--- config.mk ---
export PLATFORM = sky130hd
export DESIGN_NAME = icache_way_select
export DESIGN_NICKNAME = d
export VERILOG_FILES = /design/src/common/icache_pkg.sv /design/src/icache_way_select.sv
export SDC_FILE = /design/constraint.sdc
export NUM_CORES = 1
export LEC_CHECK = 0
export BUFFER_PORTS_ARGS = -buffer_cell sky130_fd_sc_hd__clkbuf_2
export CAP_MARGIN = 20
export CORE_AREA = 5 5 290 292
export DETAILED_ROUTE_END_ITERATION = 6
export DIE_AREA = 0 0 295 297
export SLEW_MARGIN = 20
export SYNTH_ARGS = -nofsm -noshare
export SYNTH_HDL_FRONTEND = slang
export SYNTH_SLANG_ARGS = --single-unit
--- constraint.sdc ---
create_clock -name clk -period 4.6 [get_ports clk]
set_input_delay 0.23 -clock clk [delete_from_list [all_inputs] [get_ports clk]]
set_output_delay 0.23 -clock clk [all_outputs]
set_load 0.01 [all_outputs]
--- src/common/icache_pkg.sv ---
`default_nettype none

package icache_pkg;

	// Cache geometry
	localparam int ADDR_W = 32;
	localparam int NUM_WAYS = 4;
	localparam int NUM_SETS = 16;
	localparam int LINE_BYTES = 16;

	// Address split: tag | index | offset
	localparam int OFFSET_W = $clog2(LINE_BYTES);
	localparam int INDEX_W = $clog2(NUM_SETS);
	localparam int TAG_W = ADDR_W - INDEX_W - OFFSET_W;

	localparam int WORDS_PER_LINE = LINE_BYTES / 4;
	localparam int BEATS_PER_LINE = LINE_BYTES / 8;

	typedef struct packed {
		logic [ADDR_W-1:0] pc;
	} fetch_req_t;

	typedef struct packed {
		logic [ADDR_W-1:0] pc;
		logic [31:0]       inst;
	} fetch_resp_t;

	// Same line seen as instructions or as bus beats, low address in low bits
	typedef union packed {
		logic [WORDS_PER_LINE-1:0][31:0]                         words;
		logic [BEATS_PER_LINE-1:0][LINE_BYTES*8/BEATS_PER_LINE-1:0] beats;
	} cache_line_u;

	typedef struct packed {
		logic [INDEX_W-1:0] index;
		logic [TAG_W-1:0]   tag;
		logic               rd;
		logic               invalidate_all;
		cache_line_u        line;
	} way_cmd_t;

endpackage

`default_nettype wire

--- src/icache_way_select.sv ---
`timescale 1ns/1ps
`default_nettype none

module icache_way_select import icache_pkg::*; (
	input  wire logic                clk,
	input  wire logic                rst,
	input  wire logic [NUM_WAYS-1:0] way_hit,
	input  cache_line_u              way_lines [NUM_WAYS],
	input  cache_line_u              refill_line,
	input  wire logic                use_refill,
	input  wire logic [ADDR_W-1:0]   pc_q,
	input  wire logic                resp_valid_in,
	input  wire logic                resp_ready,
	output fetch_resp_t              resp
);

	cache_line_u hit_line;
	cache_line_u sel_line;
	fetch_resp_t live;
	fetch_resp_t resp_q;
	logic        held;

	// One-hot hit, so OR of masked lines
	always_comb begin
		hit_line = '0;
		for (int w = 0; w < NUM_WAYS; w++) begin
			if (way_hit[w])
				hit_line = hit_line | way_lines[w];
		end
	end

	assign sel_line = use_refill ? refill_line : hit_line;

	always_comb begin
		live.pc = pc_q;
		live.inst = sel_line.words[pc_q[OFFSET_W-1:2]];
	end

	// Stalled response is frozen until it is taken
	always_ff @(posedge clk) begin
		if (rst) begin
			held <= 1'b0;
		end else if (resp_ready) begin
			held <= 1'b0;
		end else if (resp_valid_in) begin
			held <= 1'b1;
		end
	end

	always_ff @(posedge clk) begin
		if (resp_valid_in && !held)
			resp_q <= live;
	end

	assign resp = held ? resp_q : live;

endmodule

`default_nettype wire

# Word level (Yosys, flattened, before mapping)

Index checks and enable logic that the tools add are counted.

Order comparisons: 1
Bitwise gates (word level): 3
Mux-type cells: 8
Reductions and logical operators: 3

Operators with widths:

| cell                 | count |
|---|---|
| $mux W128            | 5 |
| $or A128 B128 Y128   | 3 |
| $bmux W32 S2         | 1 |
| $mux W64             | 1 |
| $mux W32             | 1 |
| $lt A2 B3 Y1 const B | 1 |
| $reduce_or A2 Y1     | 1 |
| $logic_and A1 B1 Y1  | 1 |
| $logic_not A1 Y1     | 1 |

Input bits: 681
Word-level logic and storage cells: 18
Bits in registers: 65

# Longest topological paths before layout

Gate-level depths: netlist (run 1).

Word-level depth: 11
Mapped depth: 7

# Worst setup path after synthesis (run 1)

Ideal clock, no wire load.

Path kind: register to register
From: register held
To: register resp_q[0] in the netlist's numbering (enable)
Data arrival time: 3499 ps
Library setup time: 494 ps
Clock period less this slack: 3993 ps
Cell stages (with the launch flop): 4
Slack: 607 ps
Path through: dfxtp_1 > clkbuf_1 > buf_2 > nor2b_1

Longest elaborated chain between the ends: 2

Ends and longest elaborated chain:

| element                | line                    | RTL |
|---|---|---|
| start, declared        | icache_way_select.sv:21 | `logic held;` |
| start signal, assigned | icache_way_select.sv:42 | `held <= 1'b0;` |
| start signal, assigned | icache_way_select.sv:44 | `held <= 1'b0;` |
| start signal, assigned | icache_way_select.sv:46 | `held <= 1'b1;` |
| $logic_not A1 Y1       | icache_way_select.sv:51 | `if (resp_valid_in && !held)` |
| $logic_and A1 B1 Y1    | icache_way_select.sv:51 |  |
| end signal, assigned   | icache_way_select.sv:52 | `resp_q <= live;` |
| end, declared          | icache_way_select.sv:20 | `fetch_resp_t resp_q;` |

No other way between the ends.
A chain may end at the register's enable or synchronous reset.

==> reports/metrics.csv, run 1 <==
metric;value;unit
Die W;295;µm
CP Capture Type;output port;
WL met2;34590;µm
Yosys reg bits;65;
worst setup margin;1.523;ns
Setup Fix Bufs, Post-CTS;0;
initial antenna violation count;28;
Setup Crit Path Kind;in -> out;
CTS tree;built;
Root Driver;clkbuf_16;
Required @ worst endpoint;4.37;ns
CP cell instances;buf_6, buf_4, a222oi_1, a221oi_1, a21oi_1, o31ai_1, clkbuf_2;
Slew Limit Fails;0;
DRT Pass-1 Iters;7;
metal3 WL;6202;µm
Worst Max-Slew Pin Slew;1.064;ns
Num CTS Buffers;9;
power per standard cell area;208.0;nW/µm²
clk buf depth;2;
Total Power;2.706;mW
Max Fclk;325.0;MHz
largest net degree at the start of global routing;93;
Reg2Reg Setup Slack;2.57;ns
CP arrival;2.85;ns
RSZ-0062 raised after global routing;no;
Leakage;5.968;nW
EDFF count, synth;64;
Critical Path Start Type;input port;
Max Clock Skew;0.01540;ns
post-route ant nets;0;
Clock transition at path regs;0.07;ns
asr flop ratio synth;0;
drt wl/cell;27.34;µm
clk sinks;65;
setup violators final;0;
type of the most critical hold path;in -> reg;
Tmin final;3.077;ns
reg2reg start;held;
DRT iter0 DRCs;1129;
Buf+Inv Stages, Crit Path;3;
run status;finished, violations left;
syn_nets;1637;
maxcap violations;0;
vias;11642;
Reg2Reg Depth;2;
Die H;297;µm
Netlist cell types;26;
DP HPWL;61880;µm
row count;105;
first-pass GRT wire length;95940;µm
worst skew pair latency;0.37;ns
Remaining Overflow, GRT;0;
Yosys top cell area share;0.2452;
Largest delay share family, worst path;compound AO/OA/AOI/OAI gates;
Worst path max stage delay;0.66;ns
Ports;745;
GPL Wtd Cong;0.9664;
post-synth top area cell;edfxtp_1;
Placeable Area;81320;µm²
layout cell share with drive strength beyond 1;0.5384;
Top Layer Used;met5;
CP max-delay cell;a221oi_1;
DRT Wirelength;74060;µm
PortBufs;744;
H-tree levels;3;
top cells by count, synth;a21oi_1 (128), a22oi_1 (124), a222oi_1 (66);
worst reg2reg path endpoint;resp_q[49];
sink of the worst hold path;resp_q[42];
Post-synth top flop;edfxtp_1;
FF/Latch Area;1946;µm²
final hold vios;0;
part of the cycle the worst path needs;0.6689;
Nets;2305;
gr usage total;0.1576;
synthesized cell area;7836;µm²
Worst VDD drop;0.1799;mV
Setup TNS;0;ns
Hold Path Stages;1;
Die ar.;87620;µm²
# DRC;26;
failing checks;DRC;
most frequent cell after synthesis;a21oi_1;
Slew HR;0.2909;
Yosys warning count;0;
Synth area leaders;edfxtp_1 (25%), a22oi_1 (12%), a222oi_1 (8.4%);
Post-Place Setup Slack;1.413;ns
Min-Delay Startpoint;pc_q[10];
vias in the first global route;11387;
Area Growth Syn to Fin;66.02;%
mean post-synth cell area;8.197;µm²
sequential area share after synthesis;0.2478;
drt via density;4.298;
Initial Utilization;0.09636;
crit path max fanout;61;
metal1 wirelength;30910;µm
Multi-input gate area;5114;µm²
FILL cells;9349;
post-synthesis instance total;956;
-- stage by stage --
stage / hold slack, ns / std cells / utilization / area (µm²)
final: 0.04011 / 2709 / 0.1600 / 13010
after global routing: 0.01566 / 2704 / 0.1598 / 13000
after global placement: 0.3859 / 2681 / 0.1556 / 12650
after detailed placement: 0.3858 / 2681 / 0.1556 / 12650
after floorplan: 0.3068 / 956 / - / 7836
after CTS: 0.0006362 / 2699 / 0.1597 / 12990
-- state kept, by name, indices dropped and copies added (netlist names) --
name and flops:
resp_q 64, held 1
-- layout by cell type, fill, tap and decap left out, types with 33 or more instances in the layout --
master    Yosys  routed
o21ai_0      33      33
a222oi_1     66      66
a21oi_1     128     128
edfxtp_1     64      64
clkbuf_2      0     737
nor2_1       34      33
inv_1        64      64
nand2_1      35      35
a221oi_1     38      38
nand3_1      64      64
a22oi_1     124     124
-- cell type report --
class / count / area share
Sequential cell: 65 / 0.1495
Clock inverter: 7 / 0.006540
Clock buffer: 9 / 0.01731
Timing Repair Buffer: 773 / 0.3099
Antenna cell: 10 / 0.001923
Multi-Input combinational cell: 710 / 0.3931
Tap cell: 1070 / 0.1029
Inverter: 65 / 0.01885
-- layer usage --
metal  vias to the layer above  global-route usage
met5                         -                   0
met4                        18             0.04667
met3                       100             0.04032
met2                       806              0.2625
met1                      5544              0.2006
li1                       5174                   -
-- worst register-to-register path, delay by kind of cell, from the launching register on --
kind	cells	cell delay [ns]
flip-flops	1	0.55
buffers and inverters	1	0.78
AND/OR/NAND/NOR	1	0.22
-- cells by family after synthesis --
group	Yosys count	synth area share
buffers and inverters	181	0.1025
DFF	65	0.2478
AOI/OAI and AO/OA	479	0.4774
muxes	31	0.04455
and+or+nand+nor	200	0.1277
-- power by group --
group / internal [mW] / total, mW / switching, mW
registers: 0.708 / 0.727 / 0.0191
logic: 0.490 / 1.18 / 0.686
clock network: 0.433 / 0.804 / 0.370
total: 1.63 / 2.71 / 1.08
-- worst max path at each step --
stage                     end  cells after the start       start
global route          resp[0]                      7  way_hit[3]
finish                resp[0]                      7  way_hit[3]
global placement      resp[0]                      7  way_hit[3]
detailed placement   resp[29]                      7     pc_q[3]
floorplan           resp_q[0]                      3        held
CTS                   resp[0]                      7  way_hit[3]
-- timing repair --
item	4_1_cts	5_1_grt
hold endpoints to repair	1	0
hold buffers	2	0
gates resized for setup	0	0
Power figures use the tool's default switching activity.
==> run 2: changes to the inputs <==
--- a/config.mk
+++ b/config.mk
@@ -7,9 +7,9 @@
 export LEC_CHECK = 0
 export BUFFER_PORTS_ARGS = -buffer_cell sky130_fd_sc_hd__clkbuf_2
 export CAP_MARGIN = 20
-export CORE_AREA = 5 5 290 292
+export CORE_AREA = 5 5 289 291
 export DETAILED_ROUTE_END_ITERATION = 6
-export DIE_AREA = 0 0 295 297
+export DIE_AREA = 0 0 294 296
 export SLEW_MARGIN = 20
 export SYNTH_ARGS = -nofsm -noshare
 export SYNTH_HDL_FRONTEND = slang
==> constraint.sdc (replaced) <==
create_clock -name clk -period 2.6 [get_ports clk]
set_input_delay 0.13 -clock clk [delete_from_list [all_inputs] [get_ports clk]]
set_output_delay 0.13 -clock clk [all_outputs]
set_load 0.01 [all_outputs]
==> run 2 against run 1 <==
The run still ends with DRC left; combinational power grew 89%; routed wire length grew 0.15%; via count grew 4.0%; critical endpoint is now resp[5].
==> reports/metrics.csv, run 2 (same netlist as run 1, synthesis figures left out) <==
metric;value;unit;change
Setup Crit Path Kind;in -> out;;
DRT iter0 DRCs;1120;;-0.80%
type of the most critical hold path;in -> reg;;
most frequent cells in the layout;clkbuf_2 (737), a21oi_1 (128), a22oi_1 (124);;
Worst VDD drop;0.2955;mV;+64%
worst setup margin;0.04964;ns;-1.473 ns
row count;104;;-0.95%
Die H;296;µm;-0.34%
Leakage;6.471;nW;+8.4%
Root Driver;clkbuf_16;;
commonest non-fill, non-tap cell in the layout;clkbuf_2;;
Min Hold Slack;0.2690;ns;+0.2289 ns
CTS tree;built;;
Die W;294;µm;-0.34%
DRT Pass-1 Iters;7;;unchanged
Remaining Overflow, GRT;0;;unchanged
Num CTS Buffers;9;;unchanged
Worst Max-Slew Pin Slew;0.8544;ns;-0.2093 ns
GPL Wtd Cong;0.9026;;-6.6%
CP arrival;2.42;ns;-0.43 ns
vias in the first global route;11961;;+5.0%
post-route ant nets;0;;unchanged
# DRC;2;;-92%
drt wl/cell;26.53;µm;-3.0%
drt via density;4.332;;+0.80%
worst skew pair latency;0.37;ns;about the same
Largest register FFs;64;;unchanged
clk sinks;65;;unchanged
Min-Delay Startpoint;way_lines[31];;
maxcap violations;0;;unchanged
PortBufs;744;;unchanged
Placeable Area;80290;µm²;-1.3%
Initial Utilization;0.09760;;+0.001242
Ports;745;;unchanged
Area Growth Syn to Fin;77.81;%;
layout cell share with drive strength beyond 1;0.5469;;+0.008562
Post-Place Setup Slack;-0.01668;ns;-1.429 ns
part of the cycle the worst path needs;0.9809;;
Critical Path Start Type;input port;;
Slew Limit Fails;0;;unchanged
DRT Wirelength;74170;µm;+0.15%
CP Capture Type;output port;;
largest net degree at the start of global routing;74;;-20%
initial antenna violation count;30;;+7.1%
Nets;2402;;+4.2%
vias;12112;;+4.0%
Max Fclk;392.1;MHz;
Tmin final;2.550;ns;
Largest Register;resp_q;;
RSZ-0062 raised after global routing;no;;
Clock transition at path regs;0.08;ns;about the same
Largest regs;resp_q (64), held (1);;
DP HPWL;62510;µm;+1.0%
crit path max fanout;48;;-21%
Setup TNS;0;ns;unchanged
final hold vios;0;;unchanged
Slew HR;0.4304;;+0.1395
power per standard cell area;355.9;nW/µm²;+71%
CP Launch Point;way_hit[0];;
Max Clock Skew;0.01397;ns;-0.001426 ns
Required @ worst endpoint;2.47;ns;-1.90 ns
first-pass GRT wire length;95720;µm;-0.24%
gr usage total;0.1575;;about the same
setup violators final;0;;unchanged
Die ar.;87020;µm²;-0.67%
failing checks;DRC;;
H-tree levels;3;;unchanged
clk buf depth;2;;unchanged
run status;finished, violations left;;
reg2reg start;held;;
[run 2: cell types whose count changed in the layout (fill, tap and decap cells not counted), sizes merged]
cell,before,now
dlygate4sd3,2,32
buf,33,100
[run 2: area by class of cell]
class	count	area (µm²)
fillers	9083	66350
well taps	1060	1326
diodes	10	25.02
inverters	65	245.2
clock buffers	9	225.2
multi-input cells	710	5114
repair buffers	870	4967
flip-flops and latches	65	1946
clock inverters	7	85.08
[run 2: power breakdown]
group,internal [mW],total [mW],switching [mW],leakage (nW)
combinational,1.00,2.23,1.23,5.69
sequential,1.25,1.28,0.0324,0.624
clock,0.767,1.44,0.675,0.153
[run 2: worst max-delay path, stage by stage]
cell and delay [ns]:
buf_8 0.34, buf_4 0.35, a222oi_1 0.15, a221oi_1 0.47
buf_4 0.21, a21oi_1 0.05, buf_4 0.16, o31ai_2 0.26
clkbuf_2 0.20
[run 2: path summary, 6_finish.rpt]
| check | endpoint | slack [ns] | cells past startpoint |
|---|---|---|---|
| max | resp[5] | 0.05 | 9 |
| min | resp_q[31] | 0.27 | 5 |
| max reg2reg | held | 0.94 | 3 |
| min reg2reg | resp_q[38] | 1.25 | 2 |
[run 2: through the flow]
step	cell area, µm²	std cells	utilization	power, mW
floorplan	7844	956	-	2.216
global placement	13270	2738	0.1653	3.508
detailed placement	13270	2738	0.1653	3.509
CTS	13910	2786	0.1732	5.079
global route	13920	2789	0.1733	5.245
finish	13930	2796	0.1735	4.959
[run 2: metal layers]
| metal | global-route usage | vias up | routed length [µm] |
|---|---|---|---|
| met5 | 0 | - | 74 |
| met4 | 0.04585 | 10 | 2292 |
| li1 | - | 5370 | - |
| met2 | 0.2619 | 872 | 34430 |
| met3 | 0.04014 | 113 | 6571 |
| met1 | 0.2023 | 5747 | 30800 |
[run 2: timing repair]
item / in CTS / in global routing
endpoints found under the hold margin: 31 / 0
resized for setup: 1 / 0
hold buffers: 32 / 0
endpoints found under the setup margin: 1 / 0
buffers inserted: 0 / 0
==> run 3: changes to the inputs <==
--- a/config.mk
+++ b/config.mk
@@ -10,6 +10,8 @@
 export CORE_AREA = 5 5 289 291
 export DETAILED_ROUTE_END_ITERATION = 6
 export DIE_AREA = 0 0 294 296
+export MAX_ROUTING_LAYER = met4
+export SETUP_SLACK_MARGIN = 0.05
 export SLEW_MARGIN = 20
 export SYNTH_ARGS = -nofsm -noshare
 export SYNTH_HDL_FRONTEND = slang
==> run 3 against run 2 <==
The run still ends with DRC left; first-iteration DRC count is 3.6% lower; via count is 1.5% lower; clock power hardly changed; sequential power hardly changed; clock skew is 0.0037 ns lower; cell count is 0.18% higher; final area hardly changed; critical endpoint is now resp[17].
==> reports/metrics.csv, run 3 (same netlist as run 1, synthesis figures left out) <==
metric;value;unit;change
run status;finished, violations left;;
failing checks;DRC;;
Die ar.;87020;µm²;unchanged
Setup Crit Path Kind;in -> out;;
Largest Register;resp_q;;
Min Hold Slack;0.2628;ns;-0.006239 ns
commonest non-fill, non-tap cell in the layout;clkbuf_2;;
crit path max fanout;45;;-6.3%
Placeable Area;80290;µm²;unchanged
vias in the first global route;12011;;+0.42%
Max Clock Skew;0.01025;ns;-0.003721 ns
final hold vios;0;;unchanged
CP cell instances;buf_6, buf_12, a222oi_1, a221oi_2, a21oi_1, buf_4, o31ai_2, clkbuf_2;;
drt wl/cell;26.44;µm;-0.31%
Slew HR;0.4848;;+0.05438
DRT iter0 DRCs;1080;;-3.6%
Slew Limit Fails;0;;unchanged
GPL Wtd Cong;0.9126;;+1.1%
Ports;745;;unchanged
Worst VDD drop;0.2954;mV;about the same
Total Power;4.973;mW;+0.30%
maxcap violations;0;;unchanged
worst reg2reg path endpoint;held;;
most frequent cells in the layout;clkbuf_2 (737), a21oi_1 (128), a22oi_1 (124);;
Worst path max stage delay;0.38;ns;-0.09 ns
CP Capture Type;output port;;
clk sinks;65;;unchanged
Hold Path Stages;5;;unchanged
reg2reg start;held;;
Final Cell Area;13940;µm²;about the same
type of the most critical hold path;in -> reg;;
CTS tree;built;;
Num CTS Buffers;9;;unchanged
Required @ worst endpoint;2.47;ns;about the same
post-route ant nets;0;;unchanged
Setup TNS;0;ns;unchanged
DRT Wirelength;74070;µm;-0.13%
RSZ-0062 raised after global routing;no;;
DRT Pass-1 Iters;7;;unchanged
Area Growth Syn to Fin;77.90;%;about the same
vias;11932;;-1.5%
first-pass GRT wire length;96370;µm;+0.68%
Post-Place Setup Slack;0.008950;ns;+0.02563 ns
PortBufs;744;;unchanged
CP arrival;2.18;ns;-0.24 ns
largest net degree at the start of global routing;63;;-15%
H-tree levels;3;;unchanged
Min-Delay Startpoint;way_lines[31];;
CP max-delay cell;buf_6;;
setup violators final;0;;unchanged
Largest regs;resp_q (64), held (1);;
power per standard cell area;356.8;nW/µm²;+0.24%
Remaining Overflow, GRT;0;;unchanged
FILL cells;9098;;+0.17%
Die H;296;µm;unchanged
Die W;294;µm;unchanged
layout cell share with drive strength beyond 1;0.5453;;-0.001580
worst skew pair latency;0.37;ns;about the same
Clock transition at path regs;0.08;ns;about the same
sink of the worst hold path;resp_q[31];;
post-place instance area;13240;µm²;-0.26%
Critical Path Start Type;input port;;
worst setup margin;0.2875;ns;+0.2379 ns
# DRC;5;;+3
Tmin final;2.312;ns;-0.2379 ns
part of the cycle the worst path needs;0.8894;;-0.09150
initial antenna violation count;31;;+3.3%
Largest register FFs;64;;unchanged
clk buf depth;2;;unchanged
row count;104;;unchanged
Nets;2396;;-0.25%
DP HPWL;62550;µm;about the same
drt via density;4.260;;-1.7%
Reg2Reg Setup Slack;1.16;ns;+0.22 ns
Initial Utilization;0.09760;;unchanged
Leakage;6.449;nW;-0.34%
Root Driver;clkbuf_16;;
Max Fclk;432.4;MHz;+10%
Worst Max-Slew Pin Slew;0.7728;ns;-0.08157 ns
gr usage total;0.1632;;+0.005667
Reg2Reg Depth;3;;unchanged
run 3: worst max-delay path, delay by kind of cell:
| kind | cells | cell delay (ns) |
|---|---|---|
| AO/OA/AOI/OAI | 4 | 0.93 |
| buffers and inverters | 4 | 1.05 |
run 3: layout make-up:
| class | count | area [µm²] | area share |
|---|---|---|---|
| clock inverters | 7 | 85.08 | 0.006103 |
| well taps | 1060 | 1326 | 0.09514 |
| multi-input cells | 710 | 5114 | 0.3668 |
| flip-flops and latches | 65 | 1946 | 0.1396 |
| diodes | 21 | 52.55 | 0.003770 |
| repair buffers | 864 | 4947 | 0.3549 |
| clock buffers | 9 | 225.2 | 0.01616 |
| inverters | 65 | 245.2 | 0.01759 |
run 3: metrics by stage:
step	util	cells
after detailed placement	0.1649	2730
final	0.1736	2801
after floorplan	-	956
after global routing	0.1735	2798
after CTS	0.1730	2780
after global placement	0.1649	2730
run 3: worst max path at each step:
stage          startpoint         to
4_1_cts        way_hit[0]    resp[2]
3_5_place_dp   use_refill   resp[17]
6_report       way_hit[0]   resp[17]
3_3_place_gp   way_hit[3]    resp[2]
5_1_grt        way_hit[0]    resp[2]
2_1_floorplan        held  resp_q[0]
run 3: timing repair:
action,4_1_cts,5_1_grt
gates resized for setup,1,0
buffers inserted,2,0
hold endpoints to repair,31,0
hold buffers,32,0
endpoints found under the setup margin,2,0
run 3: per-layer routing:
metal	share of wire	vias to the layer above	GRT usage
met5	0	-	-
met3	0.082	89	0.04111
met4	0.028	0	0.04527
met2	0.47	830	0.2656
met1	0.42	5638	0.2016
li1	-	5375	-
run 3: report_power, final:
group	switching, mW	internal [mW]	total (mW)
Sequential	0.0265	1.25	1.28
Clock	0.696	0.768	1.46
Combinational	1.23	1.00	2.23
